--- src/source/wb_soc_pkg.sv ---
`default_nettype none

package wb_soc_pkg;

    // bus widths
    localparam int WB_ADDR_W = 30;
    localparam int WB_DATA_W = 32;
    localparam int WB_SEL_W  = 4;

    typedef logic [WB_ADDR_W-1:0] wb_addr_t;
    typedef logic [WB_DATA_W-1:0] wb_data_t;
    typedef logic [WB_SEL_W-1:0]  wb_sel_t;

    // eight digits, segments a..g from bit 0, digit 0 lowest
    typedef logic [55:0] seg_digits_t;

    // address map, page is word address bits 29:21
    localparam logic [8:0]           PAGE_RAM       = 9'h000;
    localparam logic [8:0]           PAGE_STATUS    = 9'h001;
    localparam logic [WB_ADDR_W-1:0] SSEG_WORD_ADDR = 30'h0040_0000;

    localparam logic [WB_DATA_W-1:0] SOC_ID = 32'h2019_1028;

    // status block register offsets
    localparam logic [3:0] STATUS_ID      = 4'h0;
    localparam logic [3:0] STATUS_SCRATCH = 4'h1;
    localparam logic [3:0] STATUS_BUS_ERR = 4'h2;
    localparam logic [3:0] STATUS_POWER   = 4'h3;
    localparam logic [3:0] STATUS_IRQ     = 4'h4;

    typedef enum logic {
        OWNER_CPU = 1'b0,
        OWNER_DBG = 1'b1
    } arb_owner_t;

endpackage

`default_nettype wire
--- src/source/wb_bus_if.sv ---
`default_nettype none

interface wb_bus_if;
    import wb_soc_pkg::*;

    // master to slave
    logic     cyc;
    logic     stb;
    logic     we;
    wb_addr_t addr;
    wb_data_t data;
    wb_sel_t  sel;

    // slave to master
    logic     ack;
    logic     stall;
    logic     err;
    wb_data_t rdata;

    modport master (
        output cyc, stb, we, addr, data, sel,
        input  ack, stall, err, rdata
    );

    modport slave (
        input  cyc, stb, we, addr, data, sel,
        output ack, stall, err, rdata
    );

endinterface

`default_nettype wire

--- src/source/wb_status_regs.sv ---
`default_nettype none

module wb_status_regs (
    input  logic                 i_clk,
    input  logic                 i_rst,
    wb_bus_if.slave              s,
    input  wb_soc_pkg::wb_addr_t i_err_addr,
    input  logic                 i_err_stb,
    output logic                 o_irq
);
    import wb_soc_pkg::*;

    wb_data_t scratch;
    wb_addr_t bus_err_addr;
    wb_data_t power_cnt;
    logic     irq_q;
    logic     ack_q;
    wb_data_t rdata_q;

    always_ff @(posedge i_clk) begin
        if (i_rst) begin
            ack_q        <= 1'b0;
            irq_q        <= 1'b0;
            power_cnt    <= '0;
            bus_err_addr <= '0;
        end else begin
            ack_q     <= s.cyc & s.stb;
            // wraps around
            power_cnt <= power_cnt + 1'b1;
            if (i_err_stb) begin
                bus_err_addr <= i_err_addr;
            end
            if (s.stb && s.we && (s.addr[3:0] == STATUS_IRQ)) begin
                irq_q <= s.data[0];
            end
        end
    end

    always_ff @(posedge i_clk) begin
        if (s.stb && s.we && (s.addr[3:0] == STATUS_SCRATCH)) begin
            scratch <= s.data;
        end
        case (s.addr[3:0])
            STATUS_ID:      rdata_q <= SOC_ID;
            STATUS_SCRATCH: rdata_q <= scratch;
            // byte address of the failed request
            STATUS_BUS_ERR: rdata_q <= {bus_err_addr, 2'b00};
            STATUS_POWER:   rdata_q <= power_cnt;
            STATUS_IRQ:     rdata_q <= {31'h0, irq_q};
            default:        rdata_q <= '0;
        endcase
    end

    assign s.ack   = ack_q;
    assign s.rdata = rdata_q;
    assign s.stall = 1'b0;
    assign s.err   = 1'b0;
    assign o_irq   = irq_q;

endmodule

`default_nettype wire

--- src/flat_wrapper.sv ---
// flat-port wrapper written by rule: the top's interface ports become plain ports
module wb_status_regs_flat import wb_soc_pkg::*;
  (i_clk, i_rst, i_err_addr, i_err_stb, o_irq, s_cyc, s_stb, s_we, s_addr, s_data, s_sel, s_ack, s_stall, s_err, s_rdata);
  wb_bus_if s_i ();
  input  logic i_clk;
  input  logic i_rst;
  input  wb_soc_pkg::wb_addr_t i_err_addr;
  input  logic i_err_stb;
  output logic o_irq;
  input wire logic [$bits(s_i.cyc)-1:0] s_cyc;
  input wire logic [$bits(s_i.stb)-1:0] s_stb;
  input wire logic [$bits(s_i.we)-1:0] s_we;
  input wire logic [$bits(s_i.addr)-1:0] s_addr;
  input wire logic [$bits(s_i.data)-1:0] s_data;
  input wire logic [$bits(s_i.sel)-1:0] s_sel;
  output wire logic [$bits(s_i.ack)-1:0] s_ack;
  output wire logic [$bits(s_i.stall)-1:0] s_stall;
  output wire logic [$bits(s_i.err)-1:0] s_err;
  output wire logic [$bits(s_i.rdata)-1:0] s_rdata;
  assign s_i.cyc = s_cyc;
  assign s_i.stb = s_stb;
  assign s_i.we = s_we;
  assign s_i.addr = s_addr;
  assign s_i.data = s_data;
  assign s_i.sel = s_sel;
  assign s_ack = s_i.ack;
  assign s_stall = s_i.stall;
  assign s_err = s_i.err;
  assign s_rdata = s_i.rdata;
  wb_status_regs u_core (.i_clk(i_clk), .i_rst(i_rst), .s(s_i), .i_err_addr(i_err_addr), .i_err_stb(i_err_stb), .o_irq(o_irq));
endmodule
--- config.mk ---
export PLATFORM = sky130hd
export DESIGN_NAME = wb_status_regs_flat
export DESIGN_NICKNAME = d
export VERILOG_FILES = /design/src/source/wb_soc_pkg.sv /design/src/source/wb_bus_if.sv /design/src/source/wb_status_regs.sv /design/src/flat_wrapper.sv
export SDC_FILE = /design/constraint.sdc
export NUM_CORES = 1
export LEC_CHECK = 0
export BUFFER_PORTS_ARGS = -buffer_cell sky130_fd_sc_hd__buf_4
export CAP_MARGIN = 20
export CELL_PAD_IN_SITES_DETAIL_PLACEMENT = 1
export CELL_PAD_IN_SITES_GLOBAL_PLACEMENT = 1
export CORE_AREA = 2 2 133 135
export CTS_CLUSTER_DIAMETER = 30
export DETAILED_ROUTE_END_ITERATION = 10
export DIE_AREA = 0 0 135 137
export PLACE_DENSITY_LB_ADDON = 0.1
export SETUP_SLACK_MARGIN = 0.02
export SLEW_MARGIN = 20
export SYNTH_ARGS = -nofsm -noshare
export SYNTH_HDL_FRONTEND = slang
export SYNTH_SLANG_ARGS = --single-unit
--- constraint.sdc ---
create_clock -name i_clk -period 4.5 [get_ports i_clk]
set_input_delay 0.9 -clock i_clk [delete_from_list [all_inputs] [get_ports i_clk]]
set_output_delay 0.9 -clock i_clk [all_outputs]
set_load 0.005 [all_outputs]
# Word-level counts from Yosys, hierarchy flattened
# Index checks and enable logic that the tools add are counted.
[word_totals] reg_bits=128 in_bits=102 out_inout_bits=36
[op_classes] add_sub_neg=1 n_eq_ne=4 n_mux=1 bitwise_logic=1 reduce_logical=4
[op_table] operator="$pmux 32 s5" n=1
[op_table] operator="$add 32x1->32 const B" n=1
[op_table] operator="$eq 4x2->1 const B" n=2
[op_table] operator="$eq 4x1->1 const B" n=1
[op_table] operator="$eq 4x3->1 const B" n=1
[op_table] operator="$logic_not 4->1" n=1
[op_table] operator="$logic_and 1x1->1" n=3
[op_table] operator="$and 1x1->1" n=1

# Longest topological paths before layout
[depth] word_depth=2 depth_mapped=7 mapped_depth_nobuf=5

# Worst setup path before layout
# Ideal clock, no wire load.
[synth_path] path_kind="in2reg" startpoint="input s_addr[0]" endpoint="register u_core.scratch[0], enable pin" arrival_ns=3.989 required_time_ns=4.039 setup_slack_ns=0.050 stages=4 path_cell_list="clkbuf_1 > buf_1 > nand2_1 > nor3_1"
[synth_via] elab_chain_cells=2
[synth_rtl] item="start: declaration" line="flat_wrapper.sv:13" text="input wire logic [$bits(s_i.addr)-1:0] s_addr;"
[synth_rtl] item="$eq 4x1->1" line="wb_status_regs.sv:40" text="if (s.stb && s.we && (s.addr[3:0] == STATUS_SCRATCH)) begin"
[synth_rtl] item="$logic_and 1x1->1" line="wb_status_regs.sv:40"
[synth_rtl] item="end signal: assignment" line="wb_status_regs.sv:41" text="scratch <= s.data;"
[synth_rtl] item="end: declaration" line="wb_status_regs.sv:13" text="wb_data_t scratch;"
# No other way between the ends.
# A chain may end at the register's enable or synchronous reset.

# Final worst setup path
[layout_path] startpoint="input s_addr[3]" endpoint="register u_core.scratch[28], enable pin"
# Same word-level chain as after synthesis.

==> flow_metrics.env <==
export IMPL_finish_net_count=658
export IMPL_report_final_slew_viol_count=0
export IMPL_yosysWarnings=0
export IMPL_synth_edf_count=32
export IMPL_core_area_sq_um=17060
export IMPL_critPathRequiredTime_ps=4550
export IMPL_cts_root_buf="clkbuf_16"
export IMPL_final_util_pct=38.63
export IMPL_overflow=0
export IMPL_vias=3768
export IMPL_initial_core_util_pct=29.68
export IMPL_via_per_inst=4.752
export IMPL_dpl_instance_area_sq_um=5986
export IMPL_cts_made_buffers=17
export IMPL_cts_buffer_depth=2
export IMPL_peakVddDrop_mv=0.2339
export IMPL_clock_sinks=128
export IMPL_setup_violations=0
export IMPL_post_route_period_util_pct=49.08
export IMPL_status="finished, final reports clean"
export IMPL_fp_dieH_um=137
export IMPL_max_slew_margin_pct=51.27
export IMPL_slowest_stage="nor2_1"
export IMPL_cts_tree="done"
export IMPL_placed_cells=761
export IMPL_setup_tns_ps=0
export IMPL_maxCapViolations=0
export IMPL_drt_iter0_markers=123
export IMPL_holdBufCountCts=0
export IMPL_grt_use_total_pct=15.01
export IMPL_total_power_mw=2.776
export IMPL_place_hpwl_um=8916
export IMPL_post_drt_wl_per_cell_um=16.69
export IMPL_ff_latch_area_sq_um=2883
export IMPL_crit_fanout=32
export IMPL_p_per_area_nw_per_um2=421.3
export IMPL_synth_flop_cell="dfxtp_1"
export IMPL_route_antenna_remaining_nets=0
export IMPL_critPathMaxStageDelay_ps=420
export IMPL_htreeDepth=4
export IMPL_crit_path_frequent_cell="buf_4"
export IMPL_rows=48
export IMPL_async_flop_share_pct=0
export IMPL_synth_area_per_cell_sq_um=10.96
export IMPL_mostFrequentLayoutCells="106 x buf_4, 96 x dfxtp_1, 70 x nor2_1, 39 x mux2i_1, 32 x edfxtp_1"
export IMPL_synth_cell_type_count=40
export IMPL_first_pass_iters=4
export IMPL_drt_wl_total_um=13230
export IMPL_worstSetupStartpointType="primary input"
export IMPL_finalClockSkew_ps=8.657
export IMPL_design_area_sq_um=6589
export IMPL_ys_seq_area_share_pct=56.95
export IMPL_antenna_found_initial=0
export IMPL_n_antenna_cell=0
export IMPL_leakagePower_nw=2.631
export IMPL_post_cts_setup_buffers=0
export IMPL_crit_path_end_kind="flip-flop"
export IMPL_rsz0062_at_grt="false"
export IMPL_path_class="in2reg"
export IMPL_grt_pass1_vias=4113
export IMPL_grt_max_degree=65
export IMPL_placement_io_buffers=105
export IMPL_hold_violations=0
export IMPL_multi_input_area_sq_um=2016
export IMPL_syn_to_final_growth_pct=30.15
export IMPL_crit_chain="buf_4 -> nor2_1 -> nand2_1 -> nor3_2 -> buf_4"
export IMPL_synth_area_sq_um=5062
export IMPL_worst_pin_slew_ps=730.9
export IMPL_critical_path_arrival_ps=2260
export IMPL_dieArea_sq_um=18500
export IMPL_clk_pin_slew_ps=50
export IMPL_min_period_ps=2208
export IMPL_synthCells=462
export IMPL_drc=0
export IMPL_fin_cells=793
export IMPL_clock_fmax_mhz=452.8
export IMPL_die_x_um=135
export IMPL_ys_ff_latch=128
export IMPL_drive_gt1_share_pct=29.23
export IMPL_cts_resized=0
export IMPL_holdCritPathClass="reg2reg"
export IMPL_fill_cells=1900
export IMPL_insertion_delay_ps=410
export IMPL_grt_pass1_wl_um=21280
export IMPL_layout_commonest_cell="buf_4"
export IMPL_io_pins=138
export IMPL_place_congestion=0.6995
flip-flops by register name (all words and copies together), names as in the netlist:
| name | cells |
|---|---|
| u_core.s.rdata | 32 |
| u_core.scratch | 32 |
| u_core.bus_err_addr | 30 |
| u_core.o_irq | 1 |
| u_core.power_cnt | 32 |
| u_core.s.ack | 1 |
synthesized netlist by cell type, types with 4 or more instances:
cell / count / area [sq um]
a21oi_1: 27 / 135.1
a22oi_1: 23 / 172.7
and3_1: 5 / 31.28
and4_1: 7 / 61.31
buf_1: 6 / 22.52
buf_6: 4 / 45.04
clkbuf_1: 18 / 67.56
dfxtp_1: 96 / 1922
edfxtp_1: 32 / 960.9
inv_1: 4 / 15.01
mux2_2: 23 / 259.0
mux2i_1: 39 / 390.4
nand2_1: 13 / 48.80
nand3_1: 9 / 45.04
nand4_1: 9 / 56.30
nor2_1: 70 / 262.8
o21ai_0: 9 / 45.04
o21ai_1: 5 / 25.02
o31ai_1: 11 / 82.58
or3_1: 6 / 37.54
or4_1: 11 / 82.58
xor2_1: 9 / 78.83
report_power, final:
group          internal [mW]  switching [mW]
combinational         0.0868          0.0759
clock                  0.895           0.495
sequential              1.21          0.0151
path summary, 6_finish.rpt:
path	startpoint	slack, ps	depth (start not counted)	endpoint
max	s_addr[3]	2290	5	u_core.scratch[28]$_DFFE_PP_
min	u_core.bus_err_addr[25]$_SDFFE_PP0P_	490	2	u_core.bus_err_addr[25]$_SDFFE_PP0P_
max reg2reg	u_core.power_cnt[0]$_SDFF_PP0_	2350	5	u_core.power_cnt[30]$_SDFF_PP0_
min reg2reg	u_core.bus_err_addr[25]$_SDFFE_PP0P_	490	2	u_core.bus_err_addr[25]$_SDFFE_PP0P_
per-stage QoR:
stage,hold slack (ps),setup WS (ps)
after floorplan,445.6,50.23
after global placement,468.5,1761
after detailed placement,484.3,1738
after CTS,496.7,2164
after global routing,528.0,2118
final,487.6,2292
layout make-up:
class	instances	share of cell area, %
clock buffer	21	6.988
clock inverter	11	2.089
inverter	4	0.2279
multi-input combinational	298	30.59
sequential	128	43.75
tap	225	4.273
timing repair buffer	106	12.08
critical path: cells and delay by family:
family | cells | cell delay, ps
buffers and inverters | 2 | 540
and+or+nand+nor | 3 | 780
metal layers:
layer / up-vias / GRT usage, % / wire length (um)
met5: - / 0 / 0
met4: 0 / 4.340 / 131
met3: 10 / 3.852 / 421
met2: 55 / 26.65 / 6720
met1: 1847 / 17.91 / 5959
li1: 1856 / - / -
cells by family after synthesis:
| group | count (synthesis) | synth area share [%] |
|---|---|---|
| compound gates | 76 | 9.268 |
| xor+xnor | 11 | 1.903 |
| fa+ha+maj | 1 | 0.2471 |
| buf+inv | 37 | 3.559 |
| flops | 128 | 56.95 |
| mux | 62 | 12.83 |
| other cells | 1 | 0.07408 |
| simple gates | 146 | 15.18 |
(Power assumes the default switching activity.)
