==> src/source/wb_soc_pkg.sv <==
`default_nettype none

package wb_soc_pkg;

    // bus widths
    localparam int WB_ADDR_W = 30;
    localparam int WB_DATA_W = 32;
    localparam int WB_SEL_W  = 4;

    typedef logic [WB_ADDR_W-1:0] wb_addr_t;
    typedef logic [WB_DATA_W-1:0] wb_data_t;
    typedef logic [WB_SEL_W-1:0]  wb_sel_t;

    // eight digits, segments a..g from bit 0, digit 0 lowest
    typedef logic [55:0] seg_digits_t;

    // address map, page is word address bits 29:21
    localparam logic [8:0]           PAGE_RAM       = 9'h000;
    localparam logic [8:0]           PAGE_STATUS    = 9'h001;
    localparam logic [WB_ADDR_W-1:0] SSEG_WORD_ADDR = 30'h0040_0000;

    localparam logic [WB_DATA_W-1:0] SOC_ID = 32'h2019_1028;

    // status block register offsets
    localparam logic [3:0] STATUS_ID      = 4'h0;
    localparam logic [3:0] STATUS_SCRATCH = 4'h1;
    localparam logic [3:0] STATUS_BUS_ERR = 4'h2;
    localparam logic [3:0] STATUS_POWER   = 4'h3;
    localparam logic [3:0] STATUS_IRQ     = 4'h4;

    typedef enum logic {
        OWNER_CPU = 1'b0,
        OWNER_DBG = 1'b1
    } arb_owner_t;

endpackage

`default_nettype wire
==> src/source/wb_bus_if.sv <==
`default_nettype none

interface wb_bus_if;
    import wb_soc_pkg::*;

    // master to slave
    logic     cyc;
    logic     stb;
    logic     we;
    wb_addr_t addr;
    wb_data_t data;
    wb_sel_t  sel;

    // slave to master
    logic     ack;
    logic     stall;
    logic     err;
    wb_data_t rdata;

    modport master (
        output cyc, stb, we, addr, data, sel,
        input  ack, stall, err, rdata
    );

    modport slave (
        input  cyc, stb, we, addr, data, sel,
        output ack, stall, err, rdata
    );

endinterface

`default_nettype wire

==> src/source/wb_sevenseg.sv <==
`default_nettype none

module wb_sevenseg (
    input  logic                    i_clk,
    input  logic                    i_rst,
    wb_bus_if.slave                 s,
    output wb_soc_pkg::seg_digits_t o_ssegs
);
    import wb_soc_pkg::*;

    wb_data_t disp_q;
    logic     ack_q;
    wb_data_t rdata_q;

    // segments a..g on bits 0..6, active high
    function automatic logic [6:0] hex_to_seg(input logic [3:0] nib);
        case (nib)
            4'h0:    return 7'h3F;
            4'h1:    return 7'h06;
            4'h2:    return 7'h5B;
            4'h3:    return 7'h4F;
            4'h4:    return 7'h66;
            4'h5:    return 7'h6D;
            4'h6:    return 7'h7D;
            4'h7:    return 7'h07;
            4'h8:    return 7'h7F;
            4'h9:    return 7'h6F;
            4'hA:    return 7'h77;
            4'hB:    return 7'h7C;
            4'hC:    return 7'h39;
            4'hD:    return 7'h5E;
            4'hE:    return 7'h79;
            default: return 7'h71;
        endcase
    endfunction

    always_ff @(posedge i_clk) begin
        if (i_rst) begin
            ack_q  <= 1'b0;
            disp_q <= '0;
        end else begin
            ack_q <= s.cyc & s.stb;
            // whole word, sel ignored
            if (s.stb && s.we) begin
                disp_q <= s.data;
            end
        end
    end

    always_ff @(posedge i_clk) begin
        rdata_q <= disp_q;
    end

    always_comb begin
        for (int d = 0; d < 8; d++) begin
            o_ssegs[d*7 +: 7] = hex_to_seg(disp_q[d*4 +: 4]);
        end
    end

    assign s.ack   = ack_q;
    assign s.rdata = rdata_q;
    assign s.stall = 1'b0;
    assign s.err   = 1'b0;

endmodule

`default_nettype wire

==> src/flat_wrapper.sv <==
// flat-port wrapper written by rule: the top's interface ports become plain ports
module wb_sevenseg_flat import wb_soc_pkg::*;
  (i_clk, i_rst, o_ssegs, s_cyc, s_stb, s_we, s_addr, s_data, s_sel, s_ack, s_stall, s_err, s_rdata);
  wb_bus_if s_i ();
  input  logic i_clk;
  input  logic i_rst;
  output wb_soc_pkg::seg_digits_t o_ssegs;
  input wire logic [$bits(s_i.cyc)-1:0] s_cyc;
  input wire logic [$bits(s_i.stb)-1:0] s_stb;
  input wire logic [$bits(s_i.we)-1:0] s_we;
  input wire logic [$bits(s_i.addr)-1:0] s_addr;
  input wire logic [$bits(s_i.data)-1:0] s_data;
  input wire logic [$bits(s_i.sel)-1:0] s_sel;
  output wire logic [$bits(s_i.ack)-1:0] s_ack;
  output wire logic [$bits(s_i.stall)-1:0] s_stall;
  output wire logic [$bits(s_i.err)-1:0] s_err;
  output wire logic [$bits(s_i.rdata)-1:0] s_rdata;
  assign s_i.cyc = s_cyc;
  assign s_i.stb = s_stb;
  assign s_i.we = s_we;
  assign s_i.addr = s_addr;
  assign s_i.data = s_data;
  assign s_i.sel = s_sel;
  assign s_ack = s_i.ack;
  assign s_stall = s_i.stall;
  assign s_err = s_i.err;
  assign s_rdata = s_i.rdata;
  wb_sevenseg u_core (.i_clk(i_clk), .i_rst(i_rst), .s(s_i), .o_ssegs(o_ssegs));
endmodule
==> config.mk <==
export PLATFORM = sky130hd
export DESIGN_NAME = wb_sevenseg_flat
export DESIGN_NICKNAME = d
export VERILOG_FILES = /design/src/source/wb_soc_pkg.sv /design/src/source/wb_bus_if.sv /design/src/source/wb_sevenseg.sv /design/src/flat_wrapper.sv
export SDC_FILE = /design/constraint.sdc
export NUM_CORES = 1
export LEC_CHECK = 0
export BUFFER_PORTS_ARGS = -buffer_cell sky130_fd_sc_hd__clkbuf_2
export CAP_MARGIN = 10
export CORE_MARGIN = 10
export CORE_UTILIZATION = 57
export CTS_CLUSTER_DIAMETER = 200
export CTS_CLUSTER_SIZE = 30
export DETAILED_ROUTE_END_ITERATION = 7
export GPL_TIMING_DRIVEN = 0
export HOLD_SLACK_MARGIN = 0.12
export PLACE_DENSITY = 0.93
export SETUP_SLACK_MARGIN = 0.4
export SKIP_CTS_REPAIR_TIMING = 1
export SYNTH_ARGS = -nofsm -noshare
export SYNTH_HDL_FRONTEND = slang
export SYNTH_SLANG_ARGS = --single-unit
==> constraint.sdc <==
create_clock -name i_clk -period 3.4 [get_ports i_clk]
set_input_delay 0.68 -clock i_clk [delete_from_list [all_inputs] [get_ports i_clk]]
set_output_delay 0.68 -clock i_clk [all_outputs]
set_load 0.05 [all_outputs]
# Word level (Yosys, flattened, before mapping)
# Memory sizes are Yosys's and may differ from the RTL's. A register that Yosys moved wholly into a read port is not among the register bits.
# Cells that the tools add are included.
[op_classes]
n_addsub = 0
multipliers = 0
n_div = 0
order_cmp = 0
eq_ne = 0
shifts = 0
mux = 16
bitwise_logic = 1
n_reduce_logical = 1
[op_table]
columns = ["operator", "count"]
rows = [
  ["2-to-1 mux 4 bit", 16],
  ["bitwise AND 1 bit", 1],
  ["logical AND 1 bit", 1],
]
[word_totals]
regBits = 65
latchBits = 0
mem_bits_rw = 0
romBits = 896
in_bits = 71
mem_count = 8
[memory_table]
columns = ["name", "words", "width", "read_ports", "rd_clocked_by_memory_dff", "wr", "line_no", "source"]
rows = [
  ["(no name shown)", 16, 7, 1, 1, 0, "wb_sevenseg.sv:17", "case (nib)"],
  ["(no name shown)", 16, 7, 1, 1, 0, "wb_sevenseg.sv:17", ""],
  ["(no name shown)", 16, 7, 1, 1, 0, "wb_sevenseg.sv:17", ""],
  ["(no name shown)", 16, 7, 1, 1, 0, "wb_sevenseg.sv:17", ""],
  ["(no name shown)", 16, 7, 1, 1, 0, "wb_sevenseg.sv:17", ""],
  ["(no name shown)", 16, 7, 1, 1, 0, "wb_sevenseg.sv:17", ""],
  ["+2 memories", "n/a", "n/a", "n/a", "n/a", "n/a", "n/a", ""],
]

# Depth between registers and ports, before layout
[depth]
depth_word = 3
mapped_depth = 10
depth_no_buf = 8

# Worst setup path before layout
# No wires, ideal clock.
[synth_path]
path_type = "in2reg"
start = "input s_stb"
end = "register u_core.o_ssegs[37] (netlist name)"
setup_time_ns = 0.126
t_arrival_ns = 2.178
path_slack_ns = 1.096
path_stages = 9
n_path_buf = 2
path_cell_list = "nand2_1 buf_4 buf_6 nand2_1 a21oi_1 inv_1 ha_1 nor4_1 a21oi_1"
[synth_via]
elab_chain_len = 3
[synth_rtl]
columns = ["element", "line_no", "source"]
rows = [
  ["start, declared", "flat_wrapper.sv:9", "input wire logic [$bits(s_i.stb)-1:0] s_stb;"],
  ["logical AND 1 bit", "wb_sevenseg.sv:44", "if (s.stb && s.we) begin"],
  ["2-to-1 mux 4 bit (no line) (2 in series)", "n/a", ""],
]
# Every way passes these cells.
# A chain may end at the register's enable or synchronous reset.

# Worst setup path after layout
[layout_path]
start = "input i_rst"
end = "register u_core.o_ssegs[49] (netlist name)"
[layout_via]
elab_chain_len = 1
[layout_rtl]
columns = ["element", "line_no", "source"]
rows = [
  ["start, declared", "flat_wrapper.sv:6", "input logic i_rst;"],
  ["2-to-1 mux 4 bit (no line)", "n/a", ""],
]
# Every way passes these cells.

==> results.toml <==
[sta]
post-route-period-util_pct = 84.0
tightestPinTransition_ns = 0.863
max_freq_ghz = 0.350
rsz0062_at_grt = "false"
hold_violations = 0
setup_viol = 0
fin_skew_ns = 0.00742
setup_tns_ns = 0
drv_slew = 0
relSlewSlack_pct = 42.5
period_minus_slack_ns = 2.86

[cts]
clkSinkCount = 121
cts-buffers-inserted = 17
insertion_delay_ns = 0.53
root_buffer = "clkbuf_8"
clock_path_buffers = 2
htreeDepth = 4
cts.clk_slew.worst_paths_ns = 0.06
cts_tree = "yes"

[yosys]
yosys.area_share.adder_pct = 11.7
synth_top_area_share_pct = 40.5
synthSimpleGateAreaFrac_pct = 11.2
synth-seq-cells = 121
async_flop_share_pct = 0
synth_top_family_by_area = "compound AO/OA/AOI/OAI gates"
synth-edff-count = 0
ys.flop_type = "dfxtp_1"
yosysMostFrequentCell = "dfxtp_1"
netlist.top_cell.by_area = "dfxtp_1"
seq_area_frac_synth_pct = 40.5
synthXorXnorAreaFrac_pct = 0
synth_warnings = 0
synth_common_cells = "121 x dfxtp_1, 56 x ha_1, 48 x a21oi_1, 44 x inv_1, 32 x mux2i_1"
synthTopCellsByArea = "dfxtp_1 40%, ha_1 12%, mux2i_1 5.4%"
synth.distinct_cells = 33
avgSynthCellArea_um2 = 10.4
postSynthCellCount = 573
synth_compound_area_share_pct = 21.8
muxShareOfSynthArea_pct = 8.36
synth_area_mm2 = 0.00599

[critical_path]
crit_start = "i_rst"
worstReg2RegEnd = "u_core.o_ssegs[14]"
reg2reg_slack_ns = 1.60
path_max_fanout = 10
startpoint_type = "input pin"
rr_worst_depth = 6
worstReg2RegStart = "u_core.disp_q[9]"
crit_arrival_ns = 3.23
critPathCapture = "u_core.o_ssegs[49]"
worstPathRequired_ns = 3.77
critPathKind = "in -> reg"
endpoint_kind = "flip-flop"

[layout]
drive_gt1_share_pct = 29.3
finish.utilization_pct = 72.1
diodes = 0
fin_cells = 866
fin_nets = 845
syn_to_final_growth_pct = 23.8

[job]
cap_violations = 0

[floorplanning]
start_util_pct = 58.3
core_mm2 = 0.0103
die_area_mm2 = 0.0150
die_h_um = 122
die_w_um = 122
std_cell_rows = 37
io_pins = 162

[global_routing]
grt_max_degree = 17
grt_usage_pct = 25.1
grt_pass1_wl_mm = 29.4
first_global_vias = 5598
antenna_found_initial = 0
grt_overflow_total = 0

[worst_hold_path]
hold_class = "reg -> reg"

[pwr]
power.leakage_nw = 3.33
ir_drop_mv = 0.316
power.density_mw_per_mm2 = 575

[detailed_routing]
wl_per_cell_um = 22.1
drc = 0
vias = 5422
dr.pass1.iters = 8
via_per_inst = 6.26
ant_nets = 0
routed_wl_mm = 19.2
first_iter_violations = 669

[placement]
place_congestion = 0.913
dp_hpwl_mm = 12.9
port_buffers = 125
dp_cells = 835

[status]
outcome = "finished, final reports clean"
-- stage by stage --
| step | cell area, um^2 | setup WS, ns | hold slack (ns) | total power [W] |
|---|---|---|---|---|
| global placement | 6790 | 0.238 | 0.335 | 0.00234 |
| CTS | 7410 | 0.680 | 0.355 | 0.00425 |
| finish | 7410 | 0.544 | 0.348 | 0.00427 |
| global route | 7410 | 0.555 | 0.358 | 0.00439 |
| floorplan | 5990 | 1.10 | 0.331 | 0.00215 |
| detailed placement | 6790 | 0.203 | 0.337 | 0.00236 |
-- metal layers --
| metal | share of wire, % | vias up | GRT usage, % |
|---|---|---|---|
| met1 | 36 | 2522 | 27.1 |
| met5 | 0 | - | 0 |
| met2 | 47 | 401 | 41.5 |
| li1 | - | 2407 | - |
| met3 | 13 | 92 | 9.73 |
| met4 | 4.5 | 0 | 13.8 |
-- final cells by class --
class	count	area, um^2
multi-input cells	370	3190
fillers	735	2860
flip-flops and latches	121	2420
repair buffers	125	626
clock buffers	23	487
inverters	52	195
plain buffers	31	188
well taps	136	170
clock inverters	8	140
-- cell families after synthesis --
logic type                 count (synthesis)
AOI/OAI and AO/OA                        168
adders and majority gates                 56
buffers and inverters                     83
DFF                                      121
muxes                                     40
other                                      1
and+or+nand+nor                          104
-- cell usage in the layout, fill, tap and decap left out, types with 17 or more instances in the layout --
cell type	Yosys	routed
dfxtp_1	121	121
o22a_1	24	24
a21oi_1	48	48
and4b_1	24	24
mux2i_1	32	32
nor2_1	23	23
clkbuf_2	0	125
inv_1	44	44
nand2_1	17	17
ha_1	56	56
-- report_power, final --
| group | total [W] | internal, W | switching [W] |
|---|---|---|---|
| clock | 0.00191 | 0.00128 | 0.000628 |
| sequential | 0.00155 | 0.00151 | 0.0000415 |
| combinational | 0.000806 | 0.000226 | 0.000580 |
-- how the worst min path moves through the flow --
stage                          to               from  depth (start not counted)  slack, ns
2_1_floorplan  u_core.s.rdata[13]  u_core.disp_q[13]                          0       0.33
3_3_place_gp   u_core.s.rdata[25]  u_core.disp_q[25]                          0       0.34
3_5_place_dp   u_core.s.rdata[25]  u_core.disp_q[25]                          0       0.34
4_1_cts        u_core.s.rdata[25]  u_core.disp_q[25]                          0       0.35
5_1_grt        u_core.s.rdata[25]  u_core.disp_q[25]                          0       0.36
6_report       u_core.s.rdata[25]  u_core.disp_q[25]                          0       0.35
-- worst max-delay path, cell delays in order --
cell and delay [ns]:
clkbuf_2 0.12, buf_4 0.17, buf_4 0.18, clkbuf_1 0.63, clkbuf_1 0.61, nor2_1 0.20
inv_1 0.15, ha_1 0.21, o22a_1 0.18, o22ai_1 0.10
-- sequential cells by signal, summed over array words and instances, names as in the netlist --
| name | count |
|---|---|
| u_core.disp_q | 32 |
| u_core.o_ssegs | 56 |
| u_core.s.ack | 1 |
| u_core.s.rdata | 32 |
(Power assumes the default switching activity.)
