$ cat src/source/wb_soc_pkg.sv
`default_nettype none

package wb_soc_pkg;

    // bus widths
    localparam int WB_ADDR_W = 30;
    localparam int WB_DATA_W = 32;
    localparam int WB_SEL_W  = 4;

    typedef logic [WB_ADDR_W-1:0] wb_addr_t;
    typedef logic [WB_DATA_W-1:0] wb_data_t;
    typedef logic [WB_SEL_W-1:0]  wb_sel_t;

    // eight digits, segments a..g from bit 0, digit 0 lowest
    typedef logic [55:0] seg_digits_t;

    // address map, page is word address bits 29:21
    localparam logic [8:0]           PAGE_RAM       = 9'h000;
    localparam logic [8:0]           PAGE_STATUS    = 9'h001;
    localparam logic [WB_ADDR_W-1:0] SSEG_WORD_ADDR = 30'h0040_0000;

    localparam logic [WB_DATA_W-1:0] SOC_ID = 32'h2019_1028;

    // status block register offsets
    localparam logic [3:0] STATUS_ID      = 4'h0;
    localparam logic [3:0] STATUS_SCRATCH = 4'h1;
    localparam logic [3:0] STATUS_BUS_ERR = 4'h2;
    localparam logic [3:0] STATUS_POWER   = 4'h3;
    localparam logic [3:0] STATUS_IRQ     = 4'h4;

    typedef enum logic {
        OWNER_CPU = 1'b0,
        OWNER_DBG = 1'b1
    } arb_owner_t;

endpackage

`default_nettype wire
$ cat src/source/wb_bus_if.sv
`default_nettype none

interface wb_bus_if;
    import wb_soc_pkg::*;

    // master to slave
    logic     cyc;
    logic     stb;
    logic     we;
    wb_addr_t addr;
    wb_data_t data;
    wb_sel_t  sel;

    // slave to master
    logic     ack;
    logic     stall;
    logic     err;
    wb_data_t rdata;

    modport master (
        output cyc, stb, we, addr, data, sel,
        input  ack, stall, err, rdata
    );

    modport slave (
        input  cyc, stb, we, addr, data, sel,
        output ack, stall, err, rdata
    );

endinterface

`default_nettype wire

$ cat src/source/wb_pri_arbiter.sv
`default_nettype none

module wb_pri_arbiter (
    input  logic     i_clk,
    input  logic     i_rst,
    wb_bus_if.slave  a,
    wb_bus_if.slave  b,
    wb_bus_if.master m
);
    import wb_soc_pkg::*;

    arb_owner_t owner;
    logic       own_a;
    logic       owner_cyc;

    assign own_a     = (owner == OWNER_CPU);
    assign owner_cyc = own_a ? a.cyc : b.cyc;

    // ownership only moves once the current owner has left its cycle
    always_ff @(posedge i_clk) begin
        if (i_rst) begin
            owner <= OWNER_CPU;
        end else if (!owner_cyc) begin
            if (a.cyc) begin
                owner <= OWNER_CPU;
            end else if (b.cyc) begin
                owner <= OWNER_DBG;
            end
        end
    end

    // request path follows the owner
    assign m.cyc  = own_a ? a.cyc  : b.cyc;
    assign m.stb  = own_a ? a.stb  : b.stb;
    assign m.we   = own_a ? a.we   : b.we;
    assign m.addr = own_a ? a.addr : b.addr;
    assign m.data = own_a ? a.data : b.data;
    assign m.sel  = own_a ? a.sel  : b.sel;

    // responses only to the owner, the other one waits on stall
    assign a.ack   = own_a & m.ack;
    assign a.err   = own_a & m.err;
    assign a.stall = own_a ? m.stall : 1'b1;
    assign a.rdata = m.rdata;

    assign b.ack   = !own_a & m.ack;
    assign b.err   = !own_a & m.err;
    assign b.stall = own_a ? 1'b1 : m.stall;
    assign b.rdata = m.rdata;

    // a response belongs to whoever owned the bus when the request went out
    a_ack_issuer_a: assert property (@(posedge i_clk) disable iff (i_rst)
        a.ack |-> $past(own_a, 2));
    a_ack_issuer_b: assert property (@(posedge i_clk) disable iff (i_rst)
        b.ack |-> !$past(own_a, 2));

endmodule

`default_nettype wire

$ cat src/flat_wrapper.sv
// flat-port wrapper written by rule: the top's interface ports become plain ports
module wb_pri_arbiter_flat import wb_soc_pkg::*;
  (i_clk, i_rst, a_cyc, a_stb, a_we, a_addr, a_data, a_sel, a_ack, a_stall, a_err, a_rdata, b_cyc, b_stb, b_we, b_addr, b_data, b_sel, b_ack, b_stall, b_err, b_rdata, m_cyc, m_stb, m_we, m_addr, m_data, m_sel, m_ack, m_stall, m_err, m_rdata);
  wb_bus_if a_i ();
  wb_bus_if b_i ();
  wb_bus_if m_i ();
  input  logic i_clk;
  input  logic i_rst;
  input wire logic [$bits(a_i.cyc)-1:0] a_cyc;
  input wire logic [$bits(a_i.stb)-1:0] a_stb;
  input wire logic [$bits(a_i.we)-1:0] a_we;
  input wire logic [$bits(a_i.addr)-1:0] a_addr;
  input wire logic [$bits(a_i.data)-1:0] a_data;
  input wire logic [$bits(a_i.sel)-1:0] a_sel;
  output wire logic [$bits(a_i.ack)-1:0] a_ack;
  output wire logic [$bits(a_i.stall)-1:0] a_stall;
  output wire logic [$bits(a_i.err)-1:0] a_err;
  output wire logic [$bits(a_i.rdata)-1:0] a_rdata;
  input wire logic [$bits(b_i.cyc)-1:0] b_cyc;
  input wire logic [$bits(b_i.stb)-1:0] b_stb;
  input wire logic [$bits(b_i.we)-1:0] b_we;
  input wire logic [$bits(b_i.addr)-1:0] b_addr;
  input wire logic [$bits(b_i.data)-1:0] b_data;
  input wire logic [$bits(b_i.sel)-1:0] b_sel;
  output wire logic [$bits(b_i.ack)-1:0] b_ack;
  output wire logic [$bits(b_i.stall)-1:0] b_stall;
  output wire logic [$bits(b_i.err)-1:0] b_err;
  output wire logic [$bits(b_i.rdata)-1:0] b_rdata;
  output wire logic [$bits(m_i.cyc)-1:0] m_cyc;
  output wire logic [$bits(m_i.stb)-1:0] m_stb;
  output wire logic [$bits(m_i.we)-1:0] m_we;
  output wire logic [$bits(m_i.addr)-1:0] m_addr;
  output wire logic [$bits(m_i.data)-1:0] m_data;
  output wire logic [$bits(m_i.sel)-1:0] m_sel;
  input wire logic [$bits(m_i.ack)-1:0] m_ack;
  input wire logic [$bits(m_i.stall)-1:0] m_stall;
  input wire logic [$bits(m_i.err)-1:0] m_err;
  input wire logic [$bits(m_i.rdata)-1:0] m_rdata;
  assign a_i.cyc = a_cyc;
  assign a_i.stb = a_stb;
  assign a_i.we = a_we;
  assign a_i.addr = a_addr;
  assign a_i.data = a_data;
  assign a_i.sel = a_sel;
  assign a_ack = a_i.ack;
  assign a_stall = a_i.stall;
  assign a_err = a_i.err;
  assign a_rdata = a_i.rdata;
  assign b_i.cyc = b_cyc;
  assign b_i.stb = b_stb;
  assign b_i.we = b_we;
  assign b_i.addr = b_addr;
  assign b_i.data = b_data;
  assign b_i.sel = b_sel;
  assign b_ack = b_i.ack;
  assign b_stall = b_i.stall;
  assign b_err = b_i.err;
  assign b_rdata = b_i.rdata;
  assign m_cyc = m_i.cyc;
  assign m_stb = m_i.stb;
  assign m_we = m_i.we;
  assign m_addr = m_i.addr;
  assign m_data = m_i.data;
  assign m_sel = m_i.sel;
  assign m_i.ack = m_ack;
  assign m_i.stall = m_stall;
  assign m_i.err = m_err;
  assign m_i.rdata = m_rdata;
  wb_pri_arbiter u_core (.i_clk(i_clk), .i_rst(i_rst), .a(a_i), .b(b_i), .m(m_i));
endmodule
$ cat config.mk
export PLATFORM = sky130hd
export DESIGN_NAME = wb_pri_arbiter_flat
export DESIGN_NICKNAME = d
export VERILOG_FILES = /design/src/source/wb_soc_pkg.sv /design/src/source/wb_bus_if.sv /design/src/source/wb_pri_arbiter.sv /design/src/flat_wrapper.sv
export SDC_FILE = /design/constraint.sdc
export NUM_CORES = 1
export LEC_CHECK = 0
export BUFFER_PORTS_ARGS = -buffer_cell sky130_fd_sc_hd__buf_4
export CAP_MARGIN = 0
export CORE_AREA = 2 2 120 122
export DETAILED_ROUTE_END_ITERATION = 7
export DIE_AREA = 0 0 122 124
export REMOVE_ABC_BUFFERS = 1
export SLEW_MARGIN = 20
export SYNTH_ARGS = -nofsm -noshare
export SYNTH_HDL_FRONTEND = slang
export SYNTH_SLANG_ARGS = --single-unit
$ cat constraint.sdc
create_clock -name i_clk -period 2.7 [get_ports i_clk]
set_input_delay 0 -clock i_clk [delete_from_list [all_inputs] [get_ports i_clk]]
set_output_delay 0 -clock i_clk [all_outputs]
set_load 0.02 [all_outputs]
======== Word-level counts from Yosys, hierarchy flattened ========
Cells that the tools add are included.
storage, ports and cells
  bits in latches ......................... 0
  bits of input ports ..................... 175
  memory bits (writable) .................. 0
  bits in registers ....................... 1
  logic and storage cells ................. 19
  output and inout port bits .............. 139
  memories ................................ 0
  memory bits (read-only) ................. 0
operators by class
  multiplexer cells ....................... 10
  $add $sub $neg .......................... 0
  shifts and indexed selects .............. 0
  div/mod/pow operators ................... 0
  equal/unequal tests ..................... 0
  $mul .................................... 0
  reductions and logical operators ........ 2
  bitwise logic cells ..................... 6
  magnitude comparators ................... 0
operators by type and width
  cell                 count
  2-to-1 mux 32 bit    1
  2-to-1 mux 30 bit    1
  2-to-1 mux 1 bit     7
  bitwise AND 1 bit    4
  2-to-1 mux 4 bit     1
  inverter 1 bit       2
  AND reduction 2 bit  1
  nonzero test 2 bit   1

======== Depth between registers and ports, before layout ========
Gate-level depths: netlist of run 1.
  depth in word-level cells ............... 3
  mapped depth ............................ 3
  mapped depth without buffers ............ 2

======== Worst setup path after synthesis of run 1 ========
OpenSTA, ideal clock, no wires.
  path kind ............................... reg-to-output
  from .................................... reg u_core.owner
  to ...................................... out m_addr[23]
  setup slack ............................. 1.655 ns
  stages on the path, launching flop included .. 4
  data required time ...................... 2.700 ns
  path buffers ............................ 2
  data arrival time ....................... 1.045 ns
  cells stage by stage .................... dfxtp_1 buf_4 buf_6 mux2_1
between the ends
  cells in the longest elaborated chain, start to end .. 1
ends and longest elaborated chain
  item                    RTL line              RTL
  from (decl)             wb_pri_arbiter.sv:12  arb_owner_t owner;
  from (signal assigned)  wb_pri_arbiter.sv:22  owner <= OWNER_CPU;
  from (signal assigned)  wb_pri_arbiter.sv:25  owner <= OWNER_CPU;
  from (signal assigned)  wb_pri_arbiter.sv:27  owner <= OWNER_DBG;
  2-to-1 mux 30 bit       wb_pri_arbiter.sv:36  assign m.addr = own_a ? a.addr : b.addr;
  to (decl)               flat_wrapper.sv:32    output wire logic [$bits(m_i.addr)-1:0] m_addr;
No other way between the ends.

======== Final worst setup path of run 1 ========
  from .................................... reg u_core.owner
  to ...................................... out m_sel[3]
between the ends
  cells in the longest elaborated chain, start to end .. 1
ends and longest elaborated chain
  item              RTL line              RTL
  2-to-1 mux 4 bit  wb_pri_arbiter.sv:38  assign m.sel = own_a ? a.sel : b.sel;
  to (decl)         flat_wrapper.sv:34    output wire logic [$bits(m_i.sel)-1:0] m_sel;
No other way between the ends.

==> impl_metrics.env, run 1 <==
export IMPL_status="finished clean"
export IMPL_wire_per_inst_um=19.2
export IMPL_grt_pass1_wl_um=11000
export IMPL_grt_pass1_vias=1701
export IMPL_startpoint="u_core.owner"
export IMPL_max_slew_margin=0.632
export IMPL_synth_seq_cells=1
export IMPL_drt_pass1_iterations=4
export IMPL_wirelength_um=9150
export IMPL_critPathLaunchType="flop"
export IMPL_final_hold_viol_count=0
export IMPL_powerDensity_nw_per_um2=223
export IMPL_drtIter0Drc=29
export IMPL_crit_path_end="m_sel[3]"
export IMPL_setup_tns_ns=0
export IMPL_drc_errors=0
export IMPL_rsz0062_at_grt="false"
export IMPL_synth_top_family_by_area="multiplexers"
export IMPL_nNetsFinal=475
export IMPL_critPathBufInv=2
export IMPL_setup_viol=0
export IMPL_worst_slew_pin_slew_ns=0.552
export IMPL_pin_count=314
export IMPL_worst_ep_arrival_time_ns=1.60
export IMPL_largest_reg_flops=1
export IMPL_ys_types=12
export IMPL_placed_area_um2=2850
export IMPL_fin_util=0.208
export IMPL_critPathTopFamily="flip-flops"
export IMPL_met1_usage=0.120
export IMPL_pwr_share_seq=0.050
export IMPL_clkPwrFrac=0
export IMPL_fin_worst_skew_ns=0
export IMPL_hold_ws_ns=0.0000221
export IMPL_max_cap_viol_count=0
export IMPL_top_register="u_core.owner"
export IMPL_worstPathCellList="buf_12, mux2_2, buf_4"
export IMPL_yosys_warnings=0
export IMPL_synth_cells=152
export IMPL_end_kind="output port"
export IMPL_regToRegStartpoint="u_core.owner"
export IMPL_post_cts_resized=0
export IMPL_layout_drive_gt1_share=0.956
export IMPL_ir_worst_vdd_mv=0.0607
export IMPL_intPower_uw=372
export IMPL_synth_compound_area_share=0.00412
export IMPL_core_area_um2=13700
export IMPL_grt_usage=0.103
export IMPL_grt_max_degree=40
export IMPL_cts_setup_buffers=0
export IMPL_yosysSeqAreaShare=0.0132
export IMPL_yosys_area_share_simple=0.0370
export IMPL_layout_commonest_cell="buf_4"
export IMPL_clk_latency_ns=0
export IMPL_path_class="reg2out"
export IMPL_drt_antenna_violating_nets=0
export IMPL_timing_rr_end="u_core.owner"
export IMPL_syn_area_um2=1520
export IMPL_n_fill_cell=1519
export IMPL_hold_path_class="in2out"
export IMPL_vias=1721
export IMPL_path_clk_slew_ns=0
export IMPL_p_total_uw=636
export IMPL_leakagePower_nw=1.45
export IMPL_diodes=0
export IMPL_slowest_delay_ns=0.66
export IMPL_cp_data_required_time_ns=2.70
export IMPL_gr_usage_met3=0.0989
export IMPL_top_regs="u_core.owner x1"
export IMPL_r2r_slack_ns=1.73
export IMPL_swShare=0.415
export IMPL_hold_start="m_rdata[27]"
export IMPL_cpMaxStageDelayCell="dfxtp_4"
export IMPL_muxShareOfSynthArea=0.585
export IMPL_cts_hold_buffers_added=0
export IMPL_fin_crit_sh=0.593
export IMPL_port_buffers=217
export IMPL_synth_fa_ha_area_frac=0
export IMPL_fmax_mhz=624
export IMPL_overflow=0
export IMPL_dp_hpwl_um=8250
export IMPL_viasPerCell=3.60
export IMPL_initial_core_util=0.111
export IMPL_fin_area_um2=2850
export IMPL_finalMaxSlewViolations=0
export IMPL_die_w_um=122
export IMPL_syn2layout_area_growth_pct=87.5
export IMPL_hold_path_cell_count=0
export IMPL_netSwitchingPower_uw=264
export IMPL_place_gp_congestion=0.709
export IMPL_busiest_layer="met2"
export IMPL_grt_use_met2=0.141
export IMPL_final_cell_mix="buf_4 (217), mux2_2 (35), mux2_4 (30)"
export IMPL_rr_worst_depth=2
export IMPL_grt_antenna_before_repair=0
export IMPL_cp_num_cells=3
export IMPL_min_period_ns=1.60
export IMPL_comb_power_share=0.950
export IMPL_die_h_um=124
export IMPL_syn_area_per_cell_um2=10.0
export IMPL_rows=43
export IMPL_path_max_fanout=39
export IMPL_dieArea_um2=15100
export IMPL_synth_xor_area_share=0
-- kinds of logic after synthesis --
kind of cell / count (synthesis)
buffers and inverters: 72
muxes: 69
and+or+nand+nor: 9
AOI/OAI and AO/OA: 1
DFF: 1
-- cell type report --
cell class	instances	area [µm²]	share of cell area
flip-flops and latches	1	23.8	0.00834
well taps	180	225	0.0790
multi-input cells	79	952	0.334
repair buffers	218	1650	0.579
-- per-stage QoR --
step,std cells,setup slack (ns)
final,478,1.10
after detailed placement,478,1.08
after global routing,478,1.02
after CTS,478,1.08
after floorplan,80,-0.103
after global placement,478,1.13
-- worst register-to-register path, delay by kind of cell, from the launching register on --
family,cells,cell delay [ns]
DFF,1,0.66
and+or+nand+nor,1,0.11
AOI/OAI and AO/OA,1,0.11
-- synth_stat cells --
cell,number,area [µm²]
and2_1,2,12.5
buf_2,3,15.0
buf_4,65,488
buf_6,4,45.0
dfxtp_1,1,20.0
mux2_1,4,45.0
mux2_2,35,394
mux2_4,30,450
nand2b_1,3,18.8
nor2b_1,3,18.8
o22ai_1,1,6.26
or2_2,1,6.26
-- metal layers --
layer	wire [µm]	vias up
met3	2040	6
met4	11	2
met5	58	-
met2	3670	201
li1	-	748
met1	3380	764
-- power by group through the flow --
stage,clock (mW),combinational [mW],sequential (mW)
2_1_floorplan,0,0.275,0.0404
3_3_place_gp,0,0.606,0.0321
3_5_place_dp,0,0.613,0.0326
4_1_cts,0,0.614,0.0325
5_1_grt,0,0.640,0.0336
6_report,0,0.604,0.0315
-- how the worst min path moves through the flow --
stage and endpoint:
3_3_place_gp a_rdata[15], 6_report b_rdata[27], 4_1_cts a_rdata[15], 3_5_place_dp a_rdata[15]
5_1_grt b_rdata[3], 2_1_floorplan a_rdata[0]
Note: power is estimated with default switching activity, not from simulation.
==> inputs of run 2 (changes only) <==
--- a/config.mk
+++ b/config.mk
@@ -7,9 +7,9 @@
 export LEC_CHECK = 0
 export BUFFER_PORTS_ARGS = -buffer_cell sky130_fd_sc_hd__buf_4
 export CAP_MARGIN = 0
-export CORE_AREA = 2 2 120 122
+export CORE_AREA = 2 2 123 125
 export DETAILED_ROUTE_END_ITERATION = 7
-export DIE_AREA = 0 0 122 124
+export DIE_AREA = 0 0 125 127
 export REMOVE_ABC_BUFFERS = 1
 export SLEW_MARGIN = 20
 export SYNTH_ARGS = -nofsm -noshare
==> constraint.sdc (replaced) <==
create_clock -name i_clk -period 1.35 [get_ports i_clk]
set_input_delay 0 -clock i_clk [delete_from_list [all_inputs] [get_ports i_clk]]
set_output_delay 0 -clock i_clk [all_outputs]
set_load 0.02 [all_outputs]
==> impl_metrics.env, run 2 (synthesis results as in run 1) <==
export IMPL_critPathLaunchType="flop"
export IMPL_ir_worst_vdd_mv=0.136
export IMPL_cp_data_required_time_ns=1.35
export IMPL_fin_worst_skew_ns=0
export IMPL_die_h_um=127
export IMPL_min_period_ns=1.16
export IMPL_top_register="u_core.owner"
export IMPL_placed_cells=484
export IMPL_grt_antenna_before_repair=0
export IMPL_pin_count=314
export IMPL_drt_pass1_iterations=4
export IMPL_grt_usage=0.0896
export IMPL_layoutNonFillerInstCount=484
export IMPL_max_cap_viol_count=0
export IMPL_core_area_um2=14400
export IMPL_overflow=0
export IMPL_fmax_mhz=862
export IMPL_place_gp_congestion=0.722
export IMPL_fin_util=0.200
export IMPL_worst_slew_pin_slew_ns=0.249
export IMPL_drc_errors=0
export IMPL_wirelength_um=8050
export IMPL_initial_core_util=0.105
export IMPL_path_max_fanout=45
export IMPL_setup_tns_ns=0
export IMPL_wire_per_inst_um=16.6
export IMPL_dieArea_um2=15900
export IMPL_vias=1714
export IMPL_nNetsFinal=477
export IMPL_drtIter0Drc=28
export IMPL_max_slew_margin=0.834
export IMPL_layout_commonest_cell="buf_4"
export IMPL_final_hold_viol_count=0
export IMPL_top_regs="u_core.owner x1"
export IMPL_worst_ep_arrival_time_ns=1.16
export IMPL_setup_viol=0
export IMPL_diodes=0
export IMPL_drt_antenna_violating_nets=0
export IMPL_fin_crit_sh=0.859
export IMPL_leakagePower_nw=1.46
export IMPL_grt_pass1_vias=1767
export IMPL_die_w_um=125
export IMPL_p_total_mw=1.25
export IMPL_grt_max_degree=46
export IMPL_placed_area_um2=2880
export IMPL_fin_area_um2=2880
export IMPL_final_cell_mix="buf_4 (218), mux2_2 (35), mux2_4 (30)"
export IMPL_hold_path_class="in2out"
export IMPL_end_kind="output port"
export IMPL_dp_hpwl_um=7190
export IMPL_grt_pass1_wl_um=10900
export IMPL_rsz0062_at_grt="false"
export IMPL_syn2layout_area_growth_pct=89.6
export IMPL_port_buffers=217
export IMPL_largest_reg_flops=1
export IMPL_status="finished clean"
export IMPL_finalMaxSlewViolations=0
export IMPL_cts_hold_buffers_added=0
export IMPL_powerDensity_nw_per_um2=433
export IMPL_path_class="reg2out"
export IMPL_clk_latency_ns=0
export IMPL_post_cts_resized=0
export IMPL_rows=44
export IMPL_viasPerCell=3.54
export IMPL_layout_drive_gt1_share=0.957
export IMPL_cts_setup_buffers=0
export IMPL_path_clk_slew_ns=0
[run 2: cell types whose count changed in the layout (fill, tap and decap cells not counted)]
cell,change
buf_12,+1
buf_4,+1
[run 2: power by group]
part / internal (mW) / leakage, nW / switching, mW / total [mW]
logic: 0.721 / 1.45 / 0.493 / 1.21
registers: 0.0320 / 0.00892 / 0.00365 / 0.0356
clock network: 0 / 0 / 0 / 0
[run 2: layout make-up]
| cell class | count | area (µm²) |
|---|---|---|
| Fill cell | 1610 | 11500 |
| Multi-Input combinational cell | 79 | 952 |
| Sequential cell | 1 | 23.8 |
| Tap cell | 184 | 230 |
| Timing Repair Buffer | 220 | 1680 |
[run 2: metal layers]
layer | part of all wire | track usage | vias up
met2 | 0.41 | 0.129 | 225
met1 | 0.36 | 0.102 | 737
li1 | - | - | 752
met4 | 0 | 0 | 0
met5 | 0 | 0.0279 | -
met3 | 0.23 | 0.0833 | 0
[run 2: critical path, cell delays in order (launching register included)]
cell	delay, ns
dfxtp_4	0.35
buf_12	0.23
mux2_2	0.39
buf_4	0.16
[run 2: final timing paths]
kind           startpoint            to  slack, ns  cells past startpoint
max          u_core.owner     m_data[1]       0.19                      3
min           m_rdata[29]   b_rdata[29]    0.00002                      0
max reg2reg  u_core.owner  u_core.owner       0.52                      3
min reg2reg  u_core.owner  u_core.owner       0.73                      3
[run 2: metrics by stage]
stage | setup WS (ns) | hold slack [ns]
global route | 0.136 | 0.000196
global placement | 0.196 | 0.000235
finish | 0.190 | 0.0000221
floorplan | -1.45 | 0
CTS | 0.171 | 0.000235
detailed placement | 0.172 | 0.000235
